--- src/logic/bus_pkg.sv ---
package bus_pkg;

    typedef logic [63:0] addr_t;
    typedef logic [63:0] data_t;

    // load encodings, stores reuse 0..3 for sb/sh/sw/sd
    typedef enum logic [2:0] {
        ls_b  = 3'd0,
        ls_h  = 3'd1,
        ls_w  = 3'd2,
        ls_d  = 3'd3,
        ls_bu = 3'd4,
        ls_hu = 3'd5,
        ls_wu = 3'd6
    } ls_type_t;

    // address map
    localparam addr_t ram_base       = 64'h8000_0000;
    localparam int    ram_words      = 1024;
    localparam int    ram_addr_w     = 10;       // word index width
    localparam addr_t key_addr       = 64'h1000_0000;
    localparam addr_t mtime_addr     = 64'h0200_BFF8;
    localparam addr_t mtimecmp_addr  = 64'h0200_4000;
    localparam data_t mtimecmp_reset = 64'h8000_0000;
    localparam addr_t plic_base      = 64'h0C00_0000;

    // master side of the bus, held stable until the matching done
    typedef struct packed {
        addr_t    address;
        data_t    wdata;
        ls_type_t ls_type;
        logic     rd_en;     // one-cycle read strobe
        logic     wr_en;     // one-cycle write strobe
    } bus_req_t;

    // one bit per slave, all zero when nobody claims the address
    typedef struct packed {
        logic ram;
        logic key;
        logic mtime;
        logic mtimecmp;
        logic plic;
    } slave_sel_t;

endpackage

--- src/logic/plic_pkg.sv ---
package plic_pkg;

    localparam int plic_sources  = 6;    // priority entries
    localparam int plic_contexts = 2;    // ctx0 machine, ctx1 supervisor
    localparam int prio_w        = 3;

    // offsets from plic_base
    localparam logic [31:0] pending_off    = 32'h0000_1000;
    localparam logic [31:0] enable_off     = 32'h0000_2000;
    localparam logic [31:0] enable_stride  = 32'h0000_0080;
    localparam logic [31:0] threshold_off  = 32'h0020_0000;
    localparam logic [31:0] claim_off      = 32'h0020_0004;
    localparam logic [31:0] context_stride = 32'h0000_1000;

    // source driven by the external irq line
    localparam int irq_src_id = 1;

    // per-context state
    typedef struct packed {
        logic [31:0]       enable;
        logic [prio_w-1:0] threshold;   // stored only, claims ignore it
    } plic_ctx_t;

endpackage

--- src/logic/addr_decode.sv ---
`timescale 1ns/1ps

module addr_decode (
    input  bus_pkg::addr_t      address,
    output bus_pkg::slave_sel_t sel
);
    import bus_pkg::*;
    import plic_pkg::*;

    addr_t ram_top;
    addr_t plic_top;

    assign ram_top  = ram_base + ram_words * 4;
    // window ends after the threshold/claim pair of the last context
    assign plic_top = plic_base + threshold_off + plic_contexts * context_stride;

    always_comb begin
        sel          = '0;
        sel.ram      = (address >= ram_base) && (address < ram_top);
        sel.key      = (address == key_addr);
        sel.mtime    = (address == mtime_addr);
        sel.mtimecmp = (address == mtimecmp_addr);
        sel.plic     = (address >= plic_base) && (address < plic_top);
    end

endmodule

--- config.mk ---
export PLATFORM = sky130hd
export DESIGN_NAME = addr_decode
export DESIGN_NICKNAME = d
export VERILOG_FILES = /design/src/logic/bus_pkg.sv /design/src/logic/plic_pkg.sv /design/src/logic/addr_decode.sv
export SDC_FILE = /design/constraint.sdc
export NUM_CORES = 1
export LEC_CHECK = 0
export ABC_AREA = 0
export BUFFER_PORTS_ARGS = -buffer_cell sky130_fd_sc_hd__clkbuf_2
export CAP_MARGIN = 10
export CORE_AREA = 8 8 45 47
export DETAILED_ROUTE_END_ITERATION = 10
export DIE_AREA = 0 0 53 55
export GPL_ROUTABILITY_DRIVEN = 0
export PLACE_DENSITY = 0.78
export SLEW_MARGIN = 20
export SYNTH_ARGS = -nofsm -noshare
export SYNTH_HDL_FRONTEND = slang
export SYNTH_SLANG_ARGS = --single-unit
--- constraint.sdc ---
create_clock -name vclk -period 3.2
set_input_delay 0.32 -clock vclk [all_inputs]
set_output_delay 0.32 -clock vclk [all_outputs]
set_load 0.01 [all_outputs]
==> impl_metrics.tcl <==
set metrics [dict create \
    ys_types 18 \
    wl_per_cell_um 13.1 \
    finalWirelength_mm 1.68 \
    max_stage_delay_ns 0.52 \
    worst_slew_pin_slew_ns 0.257 \
    synth_fa_ha_area_share_pct 0 \
    synth_nets 107 \
    grt_max_degree 6 \
    finalCritPeriodShare_pct 62.0 \
    final_cell_mix "clkbuf_2, nor4_1, nor2_1" \
    hold_ws_ns 0.909 \
    hold_depth 3 \
    dieHeight_um 55 \
    seq_power_share_pct 0 \
    synth_area_leader_cell "nor4_1" \
    status "completed" \
    vdd_ir_drop_max_mv 0.0399 \
    final_common_cell "clkbuf_2" \
    worstPathRequired_ns 2.88 \
    synth.avg_cell_area_um2 6.55 \
    final-seq-area_um2 0 \
    clockPowerShare_pct 0 \
    synthXorXnorAreaFrac_pct 0 \
    path_cells "clkbuf_2 > or4_4 > nor2_1 > nand4_1 > nor4_1 > clkbuf_2" \
    vias_per_cell 5.02 \
    syn_area_um2 282 \
    fp-row-count 14 \
    dpl_worst_slack_ns 1.20 \
    fillers 141 \
    synth-compound-area-share_pct 4.44 \
    hold_viol 0 \
    grt_pass1_vias 713 \
    vias 642 \
    postRouteAntennaNets 0 \
    synth_top_family_by_area "simple AND/OR/NAND/NOR gates" \
    cts_setup_buffers 0 \
    wl_met1_um 546 \
    p_leak_uw 0.000328 \
    comb_power_share_pct 100.0 \
    die_w_um 53 \
    setup_viol 0 \
    switching_share_pct 35.9 \
    hold_path.startpoint "address[21]" \
    cellPowerDensity_mw_per_mm2 79.3 \
    fmax_mhz 504 \
    nFlopsAndLatches 0 \
    port_buffers 69 \
    cp-start-kind "input port" \
    initial_utilization_pct 20.3 \
    crit_type "input port to primary output" \
    synthMuxAreaShare_pct 0 \
    dp_hpwl_mm 1.66 \
    period_needed_ns 1.98 \
    grt_pass1_wl_mm 2.57 \
    yosys.area_share.simple_pct 95.6 \
    overflow 0 \
    met3WireLength_um 153 \
    fin_nets 178 \
    ys_seq_area_share_pct 0 \
    worst_slack_ns 1.22 \
    antenna_found_initial 0 \
    slew_viol_final 0 \
    yosysWarnings 0 \
    slowest_stage "or4_4" \
    clkbuf_count 0 \
    synth_cells 43 \
    synth_area_leaders "nor4_1, nand4_1, nor2_1" \
    drtIter0Drc 9 \
    p_int_uw 32.8 \
    core_area_mm2 0.00138 \
    maxCapViolations 0 \
    final_layout_size_suffix_gt1_share_pct 67.0 \
    hold_end "sel[0]" \
    max-slew-margin-rel_pct 82.7 \
    cp-end-kind "primary output" \
    grt_usage_pct 10.9 \
    p_switching_uw 18.4 \
    critical_path.most_common_cell "clkbuf_2" \
    hp-class "input port to primary output" \
    ios 69 \
    first_pass_iters 4 \
    multi_input_area_um2 282 \
    fp.dieArea_mm2 0.00292 \
    path_delay_family "simple AND/OR/NAND/NOR gates" \
    hold_buffers 0 \
    rsz0062_at_grt "false" \
    cp_max_fo 2 \
    dr_wl_met2_um 963 \
    topRoutingLayerUsed "met4" \
    area_delta_synth_final_pct 130 \
    diodes 0 \
    worst-path-buf-inv 2 \
    setup_tns_ns 0 \
    final_core_util_pct 46.7 \
    synth_top_area_share_pct 26.7 \
    arrival_ns 1.66 \
    post_cts_resized 0 \
    drc 0 \
]
## layer usage
| layer | up-vias | track usage (%) |
|---|---|---|
| li1 | 330 | - |
| met1 | 280 | 9.80 |
| met2 | 30 | 24.6 |
| met3 | 2 | 1.87 |
| met4 | 0 | 0.862 |
| met5 | - | 0 |
## Yosys cell counts (all sizes together)
library cell	n
or3	1
nand4	5
nand3b	2
nor2	6
a211oi	1
nor4	13
nor4b	1
or2	1
and4	1
nand2	2
nor3	3
nand3	2
or4	3
nand4b	1
nand2b	1
## through the flow
step	total power (µW)	cell area [µm²]	instances
after floorplan	8.48	282	43
final	51.3	647	128
after global placement	50.2	647	128
after CTS	51.8	647	128
after detailed placement	51.5	647	128
after global routing	57.0	647	128
## worst min-delay path, delay by kind of cell
kind | cells | cell delay (ns)
compound gates | 1 | 0.05
buf+inv | 2 | 0.21
## cell type report
type	instances	share of cell area [%]
repair buffers	69	53.4
multi-input cells	43	43.5
well taps	16	3.09
## how the worst max path moves through the flow
stage	end	depth (start not counted)	slack [ns]	start
floorplan	sel[1]	4	1.35	address[22]
global placement	sel[1]	6	1.22	address[22]
detailed placement	sel[4]	6	1.20	address[56]
CTS	sel[3]	6	1.20	address[22]
global route	sel[1]	6	1.07	address[56]
finish	sel[1]	6	1.22	address[22]
## cells by family (layout without fill, tap and decap cells)
| group | after synthesis | in the layout |
|---|---|---|
| AND/OR/NAND/NOR | 42 | 42 |
| AO/OA/AOI/OAI | 1 | 1 |
| buffers and inverters | 0 | 69 |
## power by group through the flow
stage               clock network, µW  logic [µW]  registers (µW)
finish                              0        51.3               0
global route                        0        57.0               0
global placement                    0        50.2               0
floorplan                           0        8.48               0
detailed placement                  0        51.5               0
CTS                                 0        51.8               0
Power figures use the tool's default switching activity.
