==> src/logic/bus_pkg.sv <==
package bus_pkg;

    typedef logic [63:0] addr_t;
    typedef logic [63:0] data_t;

    // load encodings, stores reuse 0..3 for sb/sh/sw/sd
    typedef enum logic [2:0] {
        ls_b  = 3'd0,
        ls_h  = 3'd1,
        ls_w  = 3'd2,
        ls_d  = 3'd3,
        ls_bu = 3'd4,
        ls_hu = 3'd5,
        ls_wu = 3'd6
    } ls_type_t;

    // address map
    localparam addr_t ram_base       = 64'h8000_0000;
    localparam int    ram_words      = 1024;
    localparam int    ram_addr_w     = 10;       // word index width
    localparam addr_t key_addr       = 64'h1000_0000;
    localparam addr_t mtime_addr     = 64'h0200_BFF8;
    localparam addr_t mtimecmp_addr  = 64'h0200_4000;
    localparam data_t mtimecmp_reset = 64'h8000_0000;
    localparam addr_t plic_base      = 64'h0C00_0000;

    // master side of the bus, held stable until the matching done
    typedef struct packed {
        addr_t    address;
        data_t    wdata;
        ls_type_t ls_type;
        logic     rd_en;     // one-cycle read strobe
        logic     wr_en;     // one-cycle write strobe
    } bus_req_t;

    // one bit per slave, all zero when nobody claims the address
    typedef struct packed {
        logic ram;
        logic key;
        logic mtime;
        logic mtimecmp;
        logic plic;
    } slave_sel_t;

endpackage

==> src/logic/bus_sequencer.sv <==
`timescale 1ns/1ps

module bus_sequencer (
    input  logic                CLOCK_50,
    input  logic                KEY0,
    input  bus_pkg::bus_req_t   req,
    input  bus_pkg::slave_sel_t sel,
    input  bus_pkg::data_t      mtime,
    input  logic [7:0]          ascii,
    input  bus_pkg::data_t      ram_rdata,
    input  bus_pkg::data_t      plic_rdata,
    input  logic                ram_ack,
    input  logic                plic_ack,
    output logic                rd_active,
    output logic                wr_active,
    output bus_pkg::data_t      bus_read_data,
    output logic                bus_read_done,
    output logic                bus_write_done
);
    import bus_pkg::*;

    data_t mtimecmp;
    data_t rd_data;
    logic  rd_ack;
    logic  wr_ack;

    assign rd_active = !bus_read_done;
    assign wr_active = !bus_write_done;

    // local registers answer at once, unmapped reads give zero
    always_comb begin
        rd_data = '0;
        rd_ack  = 1'b1;
        if (sel.ram) begin
            rd_data = ram_rdata;
            rd_ack  = ram_ack;
        end else if (sel.plic) begin
            rd_data = plic_rdata;
            rd_ack  = plic_ack;
        end else if (sel.key) begin
            rd_data = {56'd0, ascii};
        end else if (sel.mtime) begin
            rd_data = mtime;
        end else if (sel.mtimecmp) begin
            rd_data = mtimecmp;
        end
    end

    always_comb begin
        wr_ack = 1'b1;   // key, mtime and holes swallow writes
        if (sel.ram) begin
            wr_ack = ram_ack;
        end else if (sel.plic) begin
            wr_ack = plic_ack;
        end
    end

    always_ff @(posedge CLOCK_50 or negedge KEY0) begin
        if (!KEY0) begin
            bus_read_done  <= 1'b1;
            bus_write_done <= 1'b1;
            mtimecmp       <= mtimecmp_reset;
        end else begin
            if (req.rd_en) begin
                bus_read_done <= 1'b0;
            end
            if (req.wr_en) begin
                bus_write_done <= 1'b0;
            end
            if (rd_active && rd_ack) begin
                bus_read_done <= 1'b1;
            end
            if (wr_active && wr_ack) begin
                bus_write_done <= 1'b1;
                if (sel.mtimecmp) begin
                    mtimecmp <= req.wdata;
                end
            end
        end
    end

    always_ff @(posedge CLOCK_50) begin
        if (rd_active && rd_ack) begin
            bus_read_data <= rd_data;
        end
    end

    a_rd_strobe: assert property (@(posedge CLOCK_50) disable iff (!KEY0)
        req.rd_en |-> bus_read_done)
        else $error("read strobe while a read is still in flight");

    a_wr_strobe: assert property (@(posedge CLOCK_50) disable iff (!KEY0)
        req.wr_en |-> bus_write_done)
        else $error("write strobe while a write is still in flight");

endmodule

==> config.mk <==
export PLATFORM = sky130hd
export DESIGN_NAME = bus_sequencer
export DESIGN_NICKNAME = d
export VERILOG_FILES = /design/src/logic/bus_pkg.sv /design/src/logic/bus_sequencer.sv
export SDC_FILE = /design/constraint.sdc
export NUM_CORES = 1
export LEC_CHECK = 0
export BUFFER_PORTS_ARGS = -buffer_cell sky130_fd_sc_hd__buf_2
export CORE_AREA = 2 2 157 159
export CTS_BUF_LIST = sky130_fd_sc_hd__clkbuf_2 sky130_fd_sc_hd__clkbuf_4 sky130_fd_sc_hd__clkbuf_8
export CTS_CLUSTER_DIAMETER = 200
export DETAILED_ROUTE_END_ITERATION = 10
export DIE_AREA = 0 0 159 161
export RECOVER_POWER = 100
export SLEW_MARGIN = 10
export SYNTH_ARGS = -nofsm -noshare
export SYNTH_HDL_FRONTEND = slang
export SYNTH_SLANG_ARGS = --single-unit
==> constraint.sdc <==
create_clock -name CLOCK_50 -period 4.9 [get_ports CLOCK_50]
set_input_delay 0.735 -clock CLOCK_50 [delete_from_list [all_inputs] [get_ports CLOCK_50]]
set_output_delay 0.735 -clock CLOCK_50 [all_outputs]
set_load 0.05 [all_outputs]
==> results of run 1 <==
[per-stage QoR]
step	std cells	setup WS, ns	hold WS (ns)	total power (W)
2_1_floorplan	521	0.671	0.439	0.00206
3_3_place_gp	1142	1.60	0.495	0.00233
3_5_place_dp	1142	1.59	0.493	0.00234
4_1_cts	1174	2.07	0.405	0.00345
5_1_grt	1175	1.01	0.414	0.00343
6_report	1177	1.27	0.431	0.00327
[worst paths after layout]
check / from / end / slack [ns] / depth (start not counted)
worst max-delay path: sel[1] / bus_read_data[32] / 1.27 / 5
worst min-delay path: KEY0 / mtimecmp[14] / 0.43 / 1
worst max register to register: bus_write_done / mtimecmp[24] / 2.24 / 4
worst min register to register: mtimecmp[60] / mtimecmp[60] / 0.49 / 1
max in group asynchronous: KEY0 / mtimecmp[48] / 3.84 / 1
min in group CLOCK_50: req[1] / bus_read_done / 0.44 / 2
[synthesized netlist by cell type, drive strengths merged]
cell | count | area, um^2
nor2 | 3 | 11.3
and3b | 1 | 8.76
clkbuf | 35 | 131
a32oi | 4 | 35.0
a211oi | 53 | 398
dfstp | 3 | 78.8
nand2b | 2 | 20.0
a221oi | 59 | 517
edfxtp | 64 | 1920
o2111a | 1 | 11.3
o21ai | 17 | 85.1
nor2b | 7 | 43.8
dfrtp | 63 | 1580
a22oi | 59 | 443
inv | 54 | 203
mux2 | 64 | 946
buf | 21 | 150
a31oi | 4 | 25.0
mux2i | 2 | 20.0
a21oi | 5 | 25.0
[metal layers]
metal / part of all wire [%] / routed length [um]
met5: 0 / 0
met2: 47 / 10900
met1: 43 / 9890
met4: 2.4 / 547
met3: 7.9 / 1830
[cells in the final DEF, fill, tap and decap left out, types with 5 or more instances in the layout]
cell         n
bufinv_16    5
a22oi_1     59
inv_1       54
dfrtp_1     63
buf_4        9
a211oi_1    53
edfxtp_1    64
a21oi_1      5
a221oi_1    59
nor2b_1      7
mux2_1      58
clkbuf_8    17
buf_2      271
clkbuf_1    70
o21ai_0     17
[worst max-delay path, stage by stage]
cell and delay, ns:
clkbuf_1 0.17, nor2b_1 2.12, buf_12 0.27, a22oi_1 0.10, a221oi_1 0.40
[area by class of cell]
cell class,instances,share of cell area [%]
Sequential cell,130,40.7
Multi-Input combinational cell,281,27.1
Timing Repair Buffer,353,19.9
Tap cell,324,4.62
Clock buffer,20,2.92
Clock inverter,12,2.37
Inverter,54,2.31
Antenna cell,3,0.0855
[state kept, by name (all words and copies together), names as in the netlist]
name,count
bus_read_data,64
bus_read_done,1
bus_write_done,1
mtimecmp,64
[power by group through the flow]
stage	Sequential [W]	Combinational, W	Clock [W]
after floorplan	0.00164	0.000422	0
after global placement	0.00149	0.000839	0
after detailed placement	0.00149	0.000853	0
after CTS	0.00147	0.000854	0.00112
after global routing	0.00149	0.000779	0.00117
final	0.00146	0.000719	0.00109
[cell families after synthesis]
group | synth area share (%)
compound gates | 23.1
simple gates | 1.26
buf+inv | 7.28
mux | 14.5
flops | 53.8
==> impl_metrics.env, run 1 <==
export IMPL_status="finished with violations"
export IMPL_violations="max-capacitance violations, max-slew violations"
export IMPL_coreArea_mm2=0.0240
export IMPL_placed_area_mm2=0.00865
export IMPL_start_util_pct=27.8
export IMPL_cts_resized_gates=0
export IMPL_wl_per_cell_um=19.7
export IMPL_p_switching_w=0.00101
export IMPL_max_cap_violations=3
export IMPL_rows=57
export IMPL_leakagePower_nw=3.75
export IMPL_first_global_vias=6118
export IMPL_port_buffers=342
export IMPL_fin_skew_ns=0.0109
export IMPL_cp_start_kind="input port"
export IMPL_grt_max_degree=67
export IMPL_antenna_found_initial=5
export IMPL_wl_mm=23.2
export IMPL_vias=5851
export IMPL_fin_crit_sh_pct=74.0
export IMPL_ys_warnings_count=0
export IMPL_crit_arrival_ns=3.84
export IMPL_drc=0
export IMPL_syn_inst=521
export IMPL_synth_area_mm2=0.00665
export IMPL_setup_viol_count_final=0
export IMPL_slew_headroom_pct=-88.5
export IMPL_hold_buffers=0
export IMPL_ios=410
export IMPL_firstDrtPassIters=5
export IMPL_min_period_ns=3.63
export IMPL_finalHoldViolations=0
export IMPL_setup_tns_ns=0
export IMPL_place_hpwl_mm=16.1
export IMPL_rsz0062_at_grt="false"
export IMPL_clk_pin_slew_worst_paths_ns=0.09
export IMPL_use_met2_pct=28.4
export IMPL_multi_input_area_mm2=0.00238
export IMPL_p_seq_share_pct=44.8
export IMPL_die_w_um=159
export IMPL_syn_num_nets=863
export IMPL_cts_tree="done"
export IMPL_finalInstanceArea_mm2=0.00878
export IMPL_place_congestion=0.852
export IMPL_hold_class="in2async"
export IMPL_cts_inserted_buffers=17
export IMPL_pwr_share_clk_pct=33.3
export IMPL_floorplan_die_area_mm2=0.0256
export IMPL_crit_path_end_kind="register"
export IMPL_clock_sinks=130
export IMPL_utilization_pct=36.6
export IMPL_grtUsageMet3_pct=4.75
export IMPL_comb_power_share_pct=22.0
export IMPL_gr_usage_met1_pct=23.1
export IMPL_finish_net_count=1179
export IMPL_synth_avg_cell_area_um2=12.8
export IMPL_switching_share_pct=30.8
export IMPL_cts_setup_buffers=0
export IMPL_peakVddDrop_v=0.000137
export IMPL_critPathKind="in2reg"
export IMPL_ys_types=24
export IMPL_top_usage_layer="met2"
export IMPL_cts_root_buf="clkbuf_8"
export IMPL_synthToLayoutAreaGrowth_pct=32.1
export IMPL_drive_above_1_share_pct=38.4
export IMPL_htree_levels=4
export IMPL_final_seq_area_mm2=0.00358
export IMPL_p_int_w=0.00226
export IMPL_timing_worst_slew_pin_value_ns=2.82
export IMPL_ys_seq_area_share_pct=53.8
export IMPL_final_max_slew_viol_count=94
export IMPL_grt_total_usage_pct=17.7
export IMPL_max_freq_mhz=276
export IMPL_detail_route_antenna_nets=0
export IMPL_fillers=2524
export IMPL_drt_iter0_markers=381
export IMPL_vias_per_cell=4.97
export IMPL_overflow=0
export IMPL_crit_required_ns=5.12
export IMPL_ys_ff_latch=130
export IMPL_clk_path_buf_depth=2
export IMPL_die_y_um=161
export IMPL_grt_pass1_wl_mm=35.2
export IMPL_clk_latency_ns=0.43
export IMPL_cp_max_fo=32
export IMPL_p_per_area_mw_per_mm2=373
Note: power is estimated with default switching activity, not from simulation.
==> run 2, diff against run 1 <==
--- a/config.mk
+++ b/config.mk
@@ -5,12 +5,13 @@
 export SDC_FILE = /design/constraint.sdc
 export NUM_CORES = 1
 export LEC_CHECK = 0
+export ABC_AREA = 1
 export BUFFER_PORTS_ARGS = -buffer_cell sky130_fd_sc_hd__buf_2
-export CORE_AREA = 2 2 157 159
+export CORE_AREA = 2 2 161 163
 export CTS_BUF_LIST = sky130_fd_sc_hd__clkbuf_2 sky130_fd_sc_hd__clkbuf_4 sky130_fd_sc_hd__clkbuf_8
 export CTS_CLUSTER_DIAMETER = 200
 export DETAILED_ROUTE_END_ITERATION = 10
-export DIE_AREA = 0 0 159 161
+export DIE_AREA = 0 0 163 165
 export RECOVER_POWER = 100
 export SLEW_MARGIN = 10
 export SYNTH_ARGS = -nofsm -noshare
==> constraint.sdc (replaced) <==
create_clock -name CLOCK_50 -period 3.33 [get_ports CLOCK_50]
set_input_delay 0.4995 -clock CLOCK_50 [delete_from_list [all_inputs] [get_ports CLOCK_50]]
set_output_delay 0.4995 -clock CLOCK_50 [all_outputs]
set_load 0.05 [all_outputs]
==> impl_metrics.env, run 2 <==
export IMPL_synthToLayoutAreaGrowth_pct=36.7
export IMPL_synth_area_mm2=0.00653
export IMPL_cts_tree="done"
export IMPL_drt_iter0_markers=371
export IMPL_cts_setup_buffers=0
export IMPL_synth_top_family_by_area="simple AND/OR/NAND/NOR gates"
export IMPL_holdPathEnd="bus_write_done"
export IMPL_critPathKind="in2reg"
export IMPL_r2r_cells=4
export IMPL_coreArea_mm2=0.0250
export IMPL_ys_ff_latch=130
export IMPL_dp_cells=1384
export IMPL_violations="max-capacitance violations, max-slew violations"
export IMPL_port_buffers=342
export IMPL_ys_warnings_count=0
export IMPL_drive_above_1_share_pct=29.8
export IMPL_hold_buffers=0
export IMPL_first_global_vias=6426
export IMPL_fillers=2687
export IMPL_overflow=0
export IMPL_drc=0
export IMPL_cts_root_buf="clkbuf_8"
export IMPL_clk_latency_ns=0.44
export IMPL_final_common_cell="nand2_1"
export IMPL_antenna_found_initial=3
export IMPL_synthTopCellsByCount="354 x nand2_1, 64 x edfxtp_1, 63 x dfrtp_1"
export IMPL_setup_viol_count_final=0
export IMPL_cp_max_fo=64
export IMPL_vias=6498
export IMPL_leakagePower_nw=4.37
export IMPL_reg2reg_to="mtimecmp[47]"
export IMPL_detail_route_antenna_nets=0
export IMPL_cts_inserted_buffers=17
export IMPL_status="finished with violations"
export IMPL_hold_class="in2reg"
export IMPL_synth_largest_area_cell="edfxtp_1"
export IMPL_grt_pass1_wl_mm=35.5
export IMPL_final_seq_area_mm2=0.00358
export IMPL_fin_cells=1419
export IMPL_holdPathStages=2
export IMPL_clk_pin_slew_worst_paths_ns=0.08
export IMPL_ios=410
export IMPL_hp_start="req[0]"
export IMPL_htree_levels=4
export IMPL_place_congestion=0.813
export IMPL_clk_path_buf_depth=2
export IMPL_finalHoldWorstSlack_ns=0.199
export IMPL_synth_edf_count=64
export IMPL_crit_arrival_ns=2.65
export IMPL_slew_headroom_pct=-22.3
export IMPL_p_per_area_mw_per_mm2=605
export IMPL_synth_mux_area_fraction_pct=0
export IMPL_crit_path_end_kind="register"
export IMPL_max_freq_mhz=403
export IMPL_vias_per_cell=4.58
export IMPL_layout_common_cells="353 x nand2_1, 272 x buf_2, 69 x clkbuf_1, 64 x edfxtp_1"
export IMPL_grt_max_degree=67
export IMPL_crit_start="sel[4]"
export IMPL_setup_tns_ns=0
export IMPL_yosysTopAreaCellShare_pct=29.4
export IMPL_synthFlopType="edfxtp_1"
export IMPL_synthXorXnorAreaFrac_pct=0
export IMPL_firstDrtPassIters=5
export IMPL_place_hpwl_mm=16.1
export IMPL_yosys_area_share_simple_pct=26.3
export IMPL_dp_worst_setup_slack_ns=0.952
export IMPL_syn_inst=754
export IMPL_finish_net_count=1415
export IMPL_start_util_pct=26.1
export IMPL_floorplan_die_area_mm2=0.0269
export IMPL_final_max_slew_viol_count=67
export IMPL_die_y_um=165
export IMPL_synth_most_common_cell="nand2_1"
export IMPL_cts_resized_gates=0
export IMPL_ys_seq_area_share_pct=54.8
export IMPL_min_period_ns=2.48
export IMPL_power_w=0.00540
export IMPL_finalHoldViolations=0
export IMPL_cp_start_kind="input port"
export IMPL_peakVddDrop_v=0.000364
export IMPL_max_cap_violations=1
export IMPL_crit_required_ns=3.50
export IMPL_rows=58
export IMPL_ys_types=21
export IMPL_synth_top_cells_by_area="edfxtp_1 29%, dfrtp_1 24%, nand2_1 20%"
export IMPL_wl_per_cell_um=16.7
export IMPL_rsz0062_at_grt="false"
export IMPL_wl_mm=23.7
export IMPL_r2r_start="bus_write_done"
export IMPL_fin_skew_ns=0.0175
export IMPL_synth_fa_ha_area_share_pct=0
export IMPL_grt_total_usage_pct=17.4
export IMPL_timing_worst_slew_pin_value_ns=1.83
export IMPL_multi_input_area_mm2=0.00265
export IMPL_synth_compound_area_share_pct=14.3
export IMPL_die_w_um=163
export IMPL_rrSetupSlack_ns=1.41
export IMPL_syn_num_nets=1096
export IMPL_clock_sinks=130
export IMPL_setup_slack_ns=0.851
export IMPL_async_flop_share_pct=50.8
export IMPL_synth_avg_cell_area_um2=8.66
export IMPL_fin_crit_sh_pct=74.4
export IMPL_reg_top3="bus_read_data: 64 flops, mtimecmp: 64 flops"
run 2: cells by family after synthesis:
| logic type | after synthesis |
|---|---|
| AO/OA/AOI/OAI | 130 |
| buffers and inverters | 68 |
| AND/OR/NAND/NOR | 426 |
| flip-flops | 130 |
run 2: worst max path at each step:
stage | to | slack [ns] | depth (start not counted)
after global placement | bus_read_data[51] | 0.98 | 6
after floorplan | bus_read_data[0] | 0.68 | 3
after CTS | mtimecmp[47] | 1.42 | 4
after detailed placement | mtimecmp[56] | 0.95 | 6
after global routing | bus_read_data[57] | 0.71 | 6
final | bus_read_data[57] | 0.85 | 6
run 2: worst max-delay path, stage by stage:
cell and delay [ns]:
clkbuf_1 0.54, inv_2 0.12, clkbuf_2 0.79, nand3_1 0.37
nand2_1 0.09, o21bai_1 0.17
run 2: metrics by stage:
stage,util [%],cell area [um^2]
floorplan,-,6530
CTS,36.0,9020
global route,35.6,8920
global placement,34.0,8520
detailed placement,34.0,8520
finish,35.6,8920
run 2: area by class of cell:
type / instances / share of cell area, %
multi-input cells: 556 / 29.7
repair buffers: 352 / 19.3
flip-flops and latches: 130 / 40.1
well taps: 330 / 4.63
inverters: 16 / 0.687
clock inverters: 12 / 2.59
clock buffers: 20 / 2.94
diodes: 3 / 0.0841
run 2: layer usage:
| metal | wire length [um] | track usage [%] |
|---|---|---|
| met1 | 10400 | 22.2 |
| met2 | 11100 | 28.7 |
| met3 | 1680 | 4.60 |
| met4 | 488 | 5.59 |
| met5 | 0 | 0 |
run 2: power by group:
group / internal [W] / leakage [nW] / switching (W)
Sequential: 0.00212 / 1.43 / 0.000172
Combinational: 0.000405 / 2.70 / 0.00101
Clock: 0.00101 / 0.245 / 0.000678
Total: 0.00354 / 4.37 / 0.00186
